<file path="config.mk">
export PLATFORM = sky130hd
export DESIGN_NAME = issue_unit
export DESIGN_NICKNAME = d
export VERILOG_FILES = /design/src/design/isa_pkg.sv /design/src/design/scoreboard_pkg.sv /design/src/design/issue_unit.sv /design/src/design/issue_stage.sv /design/src/design/scoreboard.sv /design/src/design/register_file.sv
export VERILOG_INCLUDE_DIRS = /design/src /design/src/include
export SDC_FILE = /design/constraint.sdc
export NUM_CORES = 2
export LEC_CHECK = 0
export ABC_AREA = 0
export BUFFER_PORTS_ARGS = -buffer_cell sky130_fd_sc_hd__buf_2
export CORE_AREA = 8 8 339 341
export DETAILED_ROUTE_END_ITERATION = 8
export DIE_AREA = 0 0 347 349
export GPL_ROUTABILITY_DRIVEN = 0
export HOLD_SLACK_MARGIN = 0.02
export MAX_ROUTING_LAYER = met4
export PLACE_DENSITY = 0.77
export SLEW_MARGIN = 15
export SYNTH_ARGS = -nofsm -noshare
export SYNTH_HDL_FRONTEND = slang
export SYNTH_SLANG_ARGS = --single-unit
</file>
<file path="constraint.sdc">
create_clock -name clock -period 3 [get_ports clock]
set_input_delay 0.45 -clock clock [delete_from_list [all_inputs] [get_ports clock]]
set_output_delay 0.45 -clock clock [all_outputs]
set_load 0.02 [all_outputs]
</file>
<file path="src/include/issue_config.svh">
`ifndef ISSUE_CONFIG_SVH
`define ISSUE_CONFIG_SVH

// Datapath and register file sizes
`define XLEN        32
`define REG_COUNT   32
`define REG_ADDR_W  5

// Unit latencies in cycles, each must fit in a countdown row
`define LAT_ALU     1
`define LAT_MEM     3
`define LAT_MUL     5
`define ROW_W       3

// Opcode and funct encodings used for unit selection
`define OP_LW       6'b100011
`define OP_SW       6'b101011
`define OP_SPECIAL  6'b000000
`define FUNCT_MULT  6'b011000

`endif
</file>
<file path="src/design/isa_pkg.sv">
`include "issue_config.svh"

package isa_pkg;

    typedef logic [`XLEN-1:0]       word_t;
    typedef logic [`REG_ADDR_W-1:0] reg_addr_t;
    typedef logic [5:0]             opcode_t;
    typedef logic [5:0]             funct_t;

    typedef enum logic [1:0] {
        unit_alu  = 2'b00,
        unit_mem  = 2'b01,
        unit_mul  = 2'b10,
        unit_none = 2'b11
    } unit_e;

    // One decoded instruction as handed over by decode
    typedef struct packed {
        logic [2:0] aluop;
        logic       selalushift;
        logic       selimregb;
        logic       unsig;
        logic [1:0] shiftop;
        logic       readmem;
        logic       writemem;
        word_t      imedext;
        logic       selwsource;
        reg_addr_t  regdest;
        logic       writereg;
        logic       writeov;
        reg_addr_t  addr_a;
        reg_addr_t  addr_b;
        logic       uses_b;
        opcode_t    op;
        funct_t     funct;
    } decoded_t;

    // Controls and operands registered toward execution
    typedef struct packed {
        logic [2:0] aluop;
        logic       selalushift;
        logic       selimregb;
        logic       unsig;
        logic [1:0] shiftop;
        logic [4:0] shiftamt;
        logic       readmem;
        logic       writemem;
        word_t      imedext;
        logic       selwsource;
        reg_addr_t  regdest;
        logic       writereg;
        logic       writeov;
        word_t      rega;
        word_t      regb;
        unit_e      unit;
    } exec_t;

endpackage

</file>
<file path="src/design/scoreboard_pkg.sv">
`include "issue_config.svh"

package scoreboard_pkg;

    // Cycles left until the pending result lands in the register file
    typedef logic [`ROW_W-1:0] row_t;

    // Answer to one scoreboard lookup
    typedef struct packed {
        logic          pending;
        isa_pkg::unit_e unit;
        row_t          row;
    } sb_lookup_t;

endpackage

</file>
<file path="src/design/issue_unit.sv">
`timescale 1ns/1ps

module issue_unit (
    input  logic               clock,
    input  logic               reset,
    input  isa_pkg::decoded_t  instr,
    input  isa_pkg::reg_addr_t id_addr_a,
    input  logic               id_check_a,
    input  isa_pkg::reg_addr_t id_addr_b,
    input  logic               id_check_b,
    input  logic               wb_en,
    input  isa_pkg::reg_addr_t wb_addr,
    input  isa_pkg::word_t     wb_data,
    output isa_pkg::exec_t     exec,
    output logic               exec_valid,
    output logic               stall,
    output logic               id_stall
);

    import isa_pkg::*;
    import scoreboard_pkg::*;

    reg_addr_t  read_addr_a;
    reg_addr_t  read_addr_b;
    word_t      read_data_a;
    word_t      read_data_b;
    sb_lookup_t lookup_a;
    sb_lookup_t lookup_b;
    sb_lookup_t lookahead_a;
    sb_lookup_t lookahead_b;
    logic       mark_en;
    reg_addr_t  mark_addr;
    unit_e      mark_unit;
    row_t       mark_row;

    // Architectural registers, written back by the testbench
    register_file register_file_i (
        .clock       (clock),
        .reset       (reset),
        .read_addr_a (read_addr_a),
        .read_addr_b (read_addr_b),
        .write_en    (wb_en),
        .write_addr  (wb_addr),
        .write_data  (wb_data),
        .read_data_a (read_data_a),
        .read_data_b (read_data_b)
    );

    scoreboard scoreboard_i (
        .clock            (clock),
        .reset            (reset),
        .lookup_addr_a    (instr.addr_a),
        .lookup_addr_b    (instr.addr_b),
        .lookahead_addr_a (id_addr_a),
        .lookahead_addr_b (id_addr_b),
        .mark_en          (mark_en),
        .mark_addr        (mark_addr),
        .mark_unit        (mark_unit),
        .mark_row         (mark_row),
        .lookup_a         (lookup_a),
        .lookup_b         (lookup_b),
        .lookahead_a      (lookahead_a),
        .lookahead_b      (lookahead_b)
    );

    issue_stage issue_stage_i (
        .clock       (clock),
        .reset       (reset),
        .instr       (instr),
        .id_addr_a   (id_addr_a),
        .id_check_a  (id_check_a),
        .id_addr_b   (id_addr_b),
        .id_check_b  (id_check_b),
        .read_data_a (read_data_a),
        .read_data_b (read_data_b),
        .lookup_a    (lookup_a),
        .lookup_b    (lookup_b),
        .lookahead_a (lookahead_a),
        .lookahead_b (lookahead_b),
        .read_addr_a (read_addr_a),
        .read_addr_b (read_addr_b),
        .mark_en     (mark_en),
        .mark_addr   (mark_addr),
        .mark_unit   (mark_unit),
        .mark_row    (mark_row),
        .stall       (stall),
        .id_stall    (id_stall),
        .exec        (exec),
        .exec_valid  (exec_valid)
    );

endmodule

</file>
<file path="src/design/issue_stage.sv">
`timescale 1ns/1ps
`include "issue_config.svh"

module issue_stage (
    input  logic                       clock,
    input  logic                       reset,
    input  isa_pkg::decoded_t          instr,
    input  isa_pkg::reg_addr_t         id_addr_a,
    input  logic                       id_check_a,
    input  isa_pkg::reg_addr_t         id_addr_b,
    input  logic                       id_check_b,
    input  isa_pkg::word_t             read_data_a,
    input  isa_pkg::word_t             read_data_b,
    input  scoreboard_pkg::sb_lookup_t lookup_a,
    input  scoreboard_pkg::sb_lookup_t lookup_b,
    input  scoreboard_pkg::sb_lookup_t lookahead_a,
    input  scoreboard_pkg::sb_lookup_t lookahead_b,
    output isa_pkg::reg_addr_t         read_addr_a,
    output isa_pkg::reg_addr_t         read_addr_b,
    output logic                       mark_en,
    output isa_pkg::reg_addr_t         mark_addr,
    output isa_pkg::unit_e             mark_unit,
    output scoreboard_pkg::row_t       mark_row,
    output logic                       stall,
    output logic                       id_stall,
    output isa_pkg::exec_t             exec,
    output logic                       exec_valid
);

    import isa_pkg::*;
    import scoreboard_pkg::*;

    unit_e unit;
    row_t  latency;

    // Register file is addressed straight from the decoded sources
    assign read_addr_a = instr.addr_a;
    assign read_addr_b = instr.addr_b;

    // Functional unit from opcode and funct
    always_comb begin
        if (instr.op == `OP_LW || instr.op == `OP_SW) begin
            unit = unit_mem;
        end else if (instr.op == `OP_SPECIAL && instr.funct == `FUNCT_MULT) begin
            unit = unit_mul;
        end else begin
            unit = unit_alu;
        end
    end

    always_comb begin
        case (unit)
            unit_mem: latency = row_t'(`LAT_MEM);
            unit_mul: latency = row_t'(`LAT_MUL);
            default:  latency = row_t'(`LAT_ALU);
        endcase
    end

    // RAW hazards, source b counts only when the instruction reads it
    assign stall    = lookup_a.pending || (instr.uses_b && lookup_b.pending);
    assign id_stall = (id_check_a && lookahead_a.pending)
                   || (id_check_b && lookahead_b.pending);

    // Reserve the destination as the instruction leaves for execution
    assign mark_en   = !stall && instr.writereg && instr.regdest != '0;
    assign mark_addr = instr.regdest;
    assign mark_unit = unit;
    assign mark_row  = latency;

    // Execution-bound register, a stall sends a bubble
    always_ff @(posedge clock or negedge reset) begin
        if (!reset) begin
            exec       <= '0;
            exec.unit  <= unit_none;
            exec_valid <= 1'b0;
        end else if (stall) begin
            exec.unit  <= unit_none;
            exec_valid <= 1'b0;
        end else begin
            exec.aluop       <= instr.aluop;
            exec.selalushift <= instr.selalushift;
            exec.selimregb   <= instr.selimregb;
            exec.unsig       <= instr.unsig;
            exec.shiftop     <= instr.shiftop;
            exec.shiftamt    <= read_data_a[4:0];
            exec.readmem     <= instr.readmem;
            exec.writemem    <= instr.writemem;
            exec.imedext     <= instr.imedext;
            exec.selwsource  <= instr.selwsource;
            exec.regdest     <= instr.regdest;
            exec.writereg    <= instr.writereg;
            exec.writeov     <= instr.writeov;
            exec.rega        <= read_data_a;
            exec.regb        <= read_data_b;
            exec.unit        <= unit;
            exec_valid       <= 1'b1;
        end
    end

    // Bubbles never carry a valid qualifier
    a_bubble_not_valid: assert property (
        @(posedge clock) disable iff (!reset)
        (exec.unit == unit_none) |-> !exec_valid
    ) else $error("issue_stage: exec_valid set on a bubble");

endmodule

</file>
<file path="src/design/scoreboard.sv">
`timescale 1ns/1ps
`include "issue_config.svh"

module scoreboard (
    input  logic                      clock,
    input  logic                      reset,
    input  isa_pkg::reg_addr_t        lookup_addr_a,
    input  isa_pkg::reg_addr_t        lookup_addr_b,
    input  isa_pkg::reg_addr_t        lookahead_addr_a,
    input  isa_pkg::reg_addr_t        lookahead_addr_b,
    input  logic                      mark_en,
    input  isa_pkg::reg_addr_t        mark_addr,
    input  isa_pkg::unit_e            mark_unit,
    input  scoreboard_pkg::row_t      mark_row,
    output scoreboard_pkg::sb_lookup_t lookup_a,
    output scoreboard_pkg::sb_lookup_t lookup_b,
    output scoreboard_pkg::sb_lookup_t lookahead_a,
    output scoreboard_pkg::sb_lookup_t lookahead_b
);

    import isa_pkg::*;
    import scoreboard_pkg::*;

    // Countdown and producing unit per architectural register
    row_t  rows  [`REG_COUNT];
    unit_e units [`REG_COUNT];

    function automatic sb_lookup_t read_entry(input reg_addr_t addr);
        sb_lookup_t result;
        result.pending = (rows[addr] != '0);
        result.unit    = units[addr];
        result.row     = rows[addr];
        return result;
    endfunction

    // A fresh mark wins over the running countdown of the same register
    always_ff @(posedge clock or negedge reset) begin
        if (!reset) begin
            for (int i = 0; i < `REG_COUNT; i++) begin
                rows[i]  <= '0;
                units[i] <= unit_none;
            end
        end else begin
            for (int i = 0; i < `REG_COUNT; i++) begin
                if (mark_en && mark_addr == reg_addr_t'(i)) begin
                    rows[i]  <= mark_row;
                    units[i] <= mark_unit;
                end else if (rows[i] != '0) begin
                    rows[i] <= rows[i] - row_t'(1);
                end
            end
        end
    end

    // Issue side and decode lookahead see the same table
    always_comb begin
        lookup_a    = read_entry(lookup_addr_a);
        lookup_b    = read_entry(lookup_addr_b);
        lookahead_a = read_entry(lookahead_addr_a);
        lookahead_b = read_entry(lookahead_addr_b);
    end

    // Issue stage must filter out r0 destinations
    a_no_mark_r0: assert property (
        @(posedge clock) disable iff (!reset)
        mark_en |-> (mark_addr != '0)
    ) else $error("scoreboard: mark request for r0");

    // A zero latency would leave no pending window
    a_mark_row_nonzero: assert property (
        @(posedge clock) disable iff (!reset)
        mark_en |-> (mark_row != '0)
    ) else $error("scoreboard: mark request with zero row");

endmodule

</file>
<file path="src/design/register_file.sv">
`timescale 1ns/1ps
`include "issue_config.svh"

module register_file (
    input  logic               clock,
    input  logic               reset,
    input  isa_pkg::reg_addr_t read_addr_a,
    input  isa_pkg::reg_addr_t read_addr_b,
    input  logic               write_en,
    input  isa_pkg::reg_addr_t write_addr,
    input  isa_pkg::word_t     write_data,
    output isa_pkg::word_t     read_data_a,
    output isa_pkg::word_t     read_data_b
);

    import isa_pkg::*;

    word_t regs [`REG_COUNT];

    // Register zero is never written, so it keeps its reset value
    always_ff @(posedge clock or negedge reset) begin
        if (!reset) begin
            for (int i = 0; i < `REG_COUNT; i++) begin
                regs[i] <= '0;
            end
        end else if (write_en && write_addr != '0) begin
            regs[write_addr] <= write_data;
        end
    end

    // Combinational read ports
    assign read_data_a = regs[read_addr_a];
    assign read_data_b = regs[read_addr_b];

    // A writeback aimed at r0 leaves it reading zero on the next cycle
    a_r0_stays_zero: assert property (
        @(posedge clock) disable iff (!reset)
        (write_en && write_addr == '0) |=> (regs[0] == '0)
    ) else $error("register_file: r0 changed after write");

endmodule

</file>
==> results.cfg <==
[critical_path]
critical_path.n_buffers_inverters = 3
path_delay_family = simple AND/OR/NAND/NOR gates
critical_path_type = flop to output port
crit_path_top_delay_cell = or4_1
maximum_fanout_encountered_on_the_critical_timing_path = 3
cp.arrival_ns = 2.83
worstReg2RegStart = scoreboard_i.rows[93]
crit_path_end_kind = output port
timing.critical_path.from = scoreboard_i.rows[93]
nature_of_the_critical_path_startpoint = flop
crit_path_cell_trace = nor4_2, a2111oi_1, or4_1, a311oi_2, o32a_2, buf_12, inv_4, buf_6
critical_path_required_ns = 2.55
slowest_stage_delay_on_critical_path_ns = 0.53

[route]
via_per_inst = 6.793
drt_pass1_iterations = 6
drc_violations_left = 0
routed_wl_um = 175700
num_vias = 40662
drtIter0Drc = 3544
avgRoutedWirePerCell_um = 29.35
detail-route-antenna-nets = 0

[power]
swShare = 0.3049
pwr-share-comb = 0.279
power.leakage_nw = 32.87
clockPowerShare = 0.297
power.net_switching_w = 0.01734
power_frac_seq = 0.424
vdd.ir_drop.worst_mv = 0.6621
internal_power_w = 0.03953
power_per_standard_cell_area_mw_per_mm2 = 766.6
power_w = 0.05687

[floorplanning]
die_area_mm2 = 0.1211
die_x_um = 347
dieHeight_um = 349
row_count = 122
floorplan.core_area_mm2 = 0.1096
top_level_ports = 249
initial_utilization = 0.5945

[run_status]
status = complete, but fails checks
failed_checks = setup timing

[synth]
synth_warnings = 0
avgSynthCellArea_um2 = 15.36
synth_seq_cells = 1237
synth_enable_flop_cells = 0
yosysUniqueCellTypes = 54
post_synth_instance_area_mm2 = 0.06515
seq_area_frac_synth = 0.4751
synth_flop_cell = dfrtp_1
async_flop_share = 1.000
synth_nets = 4431
synthCells = 4242

[global_route]
grt_first_pass_wirelength_um = 271700
grt_max_degree = 89
antenna_found_initial = 7
grt_pass1_vias = 42990
grtUsageTotal = 0.3022
grt_overflow = 0

[placed_design]
placement.cell_area_mm2 = 0.06885
port_buffers = 248
dpl.hpwl_um = 102900

[clock_network]
clock_root_cell = clkbuf_16
cts_made_buffers = 137
path_clk_slew_ns = 0.06
cts_tree = done
insertion_delay_ns = 0.76
h_tree_depth_reported_by_cts = 4
cts.path.max_buffers = 3
numClockSinks = 1237

[sta]
final_max_slew_viol_count = 0
worst_pin_slew_ns = 1.092
max_freq_mhz = 305.1
final-hold-violation-count = 0
rsz0062_at_grt = true
period_needed_ns = 3.277
finalCritPeriodShare = 1.092
skew_ns = 0.03044
max-slew-margin-rel = 0.2705
setup_viol = 2
final.setup.worst_slack_ns = -0.2775

[cells_and_area]
design.final.nets = 4641
flow.area_growth_from_synthesis_pct = 13.86
post_route_cells_drive_above_1_share = 0.5357
post-route-util = 0.6769
fin_area_mm2 = 0.07418

[job]
maxCapViolCount = 0

[worst_hold_path]
worstHoldPathType = primary input to asynchronous set/reset pin
==> worst register-to-register path, cell delays in order, from the launching register on <==
cell       delay (ns)
dfrtp_1          0.42
nor4_2           0.31
a2111oi_1        0.09
or4_1            0.53
a311oi_2         0.25
o32a_2           0.22
buf_4            0.11
buf_4            0.10
buf_12           0.21
buf_12           0.28
nor2_1           0.14
a31oi_1          0.16
==> what timing repair did <==
item	in CTS	in global routing
setup buffers	9	12
setup endpoints to repair	2	70
hold buffers	51	0
endpoints found under the hold margin	97	0
pin swaps	6	6
gates resized for setup	17	20
==> final cells by class <==
class                           count  area (um2)
Fill cell                        7296       35420
Multi-Input combinational cell   2503       32430
Sequential cell                  1237       30960
Timing Repair Buffer              500        4214
Clock buffer                      205        4100
Tap cell                         1426        1784
Clock inverter                     37       402.9
Inverter                           73       281.5
Antenna cell                        5       12.51
==> cell usage after synthesis (2+ instances only) <==
| library cell | count | share of area |
|---|---|---|
| dfrtp_1 | 1235 | 0.47 |
| mux2_2 | 1013 | 0.18 |
| mux4_2 | 670 | 0.23 |
| clkbuf_1 | 274 | 0.016 |
| nand2_1 | 150 | 0.0086 |
| mux2i_1 | 126 | 0.019 |
| nor2_1 | 125 | 0.0072 |
| buf_1 | 78 | 0.0045 |
| inv_1 | 71 | 0.0041 |
| ha_1 | 64 | 0.012 |
| buf_2 | 55 | 0.0042 |
| nor3_1 | 47 | 0.0036 |
| a21oi_1 | 40 | 0.0031 |
| nand2b_1 | 39 | 0.0037 |
| a31oi_1 | 36 | 0.0035 |
| o21ai_0 | 33 | 0.0025 |
| xnor2_1 | 32 | 0.0043 |
| mux2_4 | 31 | 0.0071 |
| nand3_1 | 28 | 0.0022 |
| buf_6 | 12 | 0.0021 |
| buf_4 | 10 | 0.0012 |
| nor3b_1 | 8 | 0.00092 |
| nor4_1 | 6 | 0.00058 |
| and3_1 | 5 | 0.00048 |
| a2111oi_0 | 4 | 0.00054 |
| nand3b_1 | 4 | 0.00046 |
| nor2b_1 | 4 | 0.00038 |
| a211oi_1 | 3 | 0.00035 |
| and3b_1 | 3 | 0.00040 |
| nand4_1 | 3 | 0.00029 |
| nand4b_1 | 3 | 0.00040 |
| a221oi_1 | 2 | 0.00027 |
| a311oi_1 | 2 | 0.00027 |
| dfstp_2 | 2 | 0.00081 |
| inv_2 | 2 | 0.00012 |
| mux4_1 | 2 | 0.00081 |
| o31ai_1 | 2 | 0.00023 |
| or3b_2 | 2 | 0.00027 |
==> kinds of logic (layout without fill, tap and decap cells) <==
kind of cell	after synthesis	count (layout)	synth area share
multiplexers	1842	1842	0.4340
flip-flops	1237	1237	0.4751
buffers and inverters	502	815	0.03194
AND/OR/NAND/NOR	435	435	0.03055
AO/OA/AOI/OAI	130	130	0.01179
adder cells (fa/ha/maj)	64	64	0.01229
XOR/XNOR	32	32	0.004302
other	0	5	0
==> state kept, by name (all words and copies together), names as in the netlist <==
signal and count:
register_file_i.regs 1024, issue_stage_i.exec 116, issue_stage_i.exec_valid 1, scoreboard_i.rows 96
==> metrics by stage <==
| stage | hold slack [ns] | std cells | setup WS [ns] | setup TNS [ns] |
|---|---|---|---|---|
| after global routing | 0.3315 | 5986 | -0.3337 | -0.6151 |
| final | 0.3074 | 5986 | -0.2775 | -0.4544 |
| after detailed placement | 0.3827 | 5670 | -0.1285 | -8.185 |
| after floorplan | 0.1544 | 4242 | 0.1290 | 0 |
| after global placement | 0.3763 | 5670 | -0.05706 | -1.746 |
| after CTS | 0.2697 | 5972 | -0.3906 | -0.5945 |
==> placed cells by master, fill, tap and decap left out, drive strengths merged, types with 3 or more instances in the layout <==
cell / netlist / layout
dfrtp: 1235 / 1235
mux2: 1044 / 1044
mux4: 672 / 672
buf: 155 / 449
clkbuf: 274 / 205
nand2: 151 / 151
mux2i: 126 / 126
nor2: 125 / 125
inv: 73 / 79
ha: 64 / 64
dlygate4sd3: 0 / 51
nor3: 47 / 47
a21oi: 40 / 40
nand2b: 39 / 39
a31oi: 36 / 36
o21ai: 33 / 33
xnor2: 32 / 32
nand3: 28 / 28
clkinv: 0 / 23
nor3b: 8 / 8
bufinv: 0 / 6
nor4: 6 / 6
diode: 0 / 5
and3: 5 / 5
nor2b: 4 / 4
nand3b: 4 / 4
a2111oi: 4 / 4
a211oi: 3 / 3
and3b: 3 / 3
nand4: 3 / 3
nand4b: 3 / 3
==> per-layer routing <==
metal	part of all wire	up-vias	track usage
met2	0.49	1836	0.4746
met4	0.043	0	0.1226
li1	-	16599	-
met3	0.074	446	0.05390
met5	0	-	-
met1	0.40	21781	0.3956
==> power groups by stage <==
stage / Clock, W / Sequential [W] / Combinational [W]
finish: 0.0169 / 0.0241 / 0.0158
global route: 0.0178 / 0.0246 / 0.0172
CTS: 0.0171 / 0.0240 / 0.0158
detailed placement: 0 / 0.0242 / 0.0155
global placement: 0 / 0.0239 / 0.0150
floorplan: 0 / 0.0241 / 0.0107
==> path summary, 6_finish.rpt <==
check	to	slack, ns	cells after the start
setup / recovery	stall	-0.28	8
hold / removal	issue_stage_i.exec[73]	0.31	2
setup reg to reg	issue_stage_i.exec[28]	0.10	11
hold reg to reg	register_file_i.regs[1006]	0.39	0
max in group asynchronous	register_file_i.regs[32]	1.52	3
min in group clock	register_file_i.regs[776]	0.32	2
No activity file was read; power rests on OpenSTA's default activity.
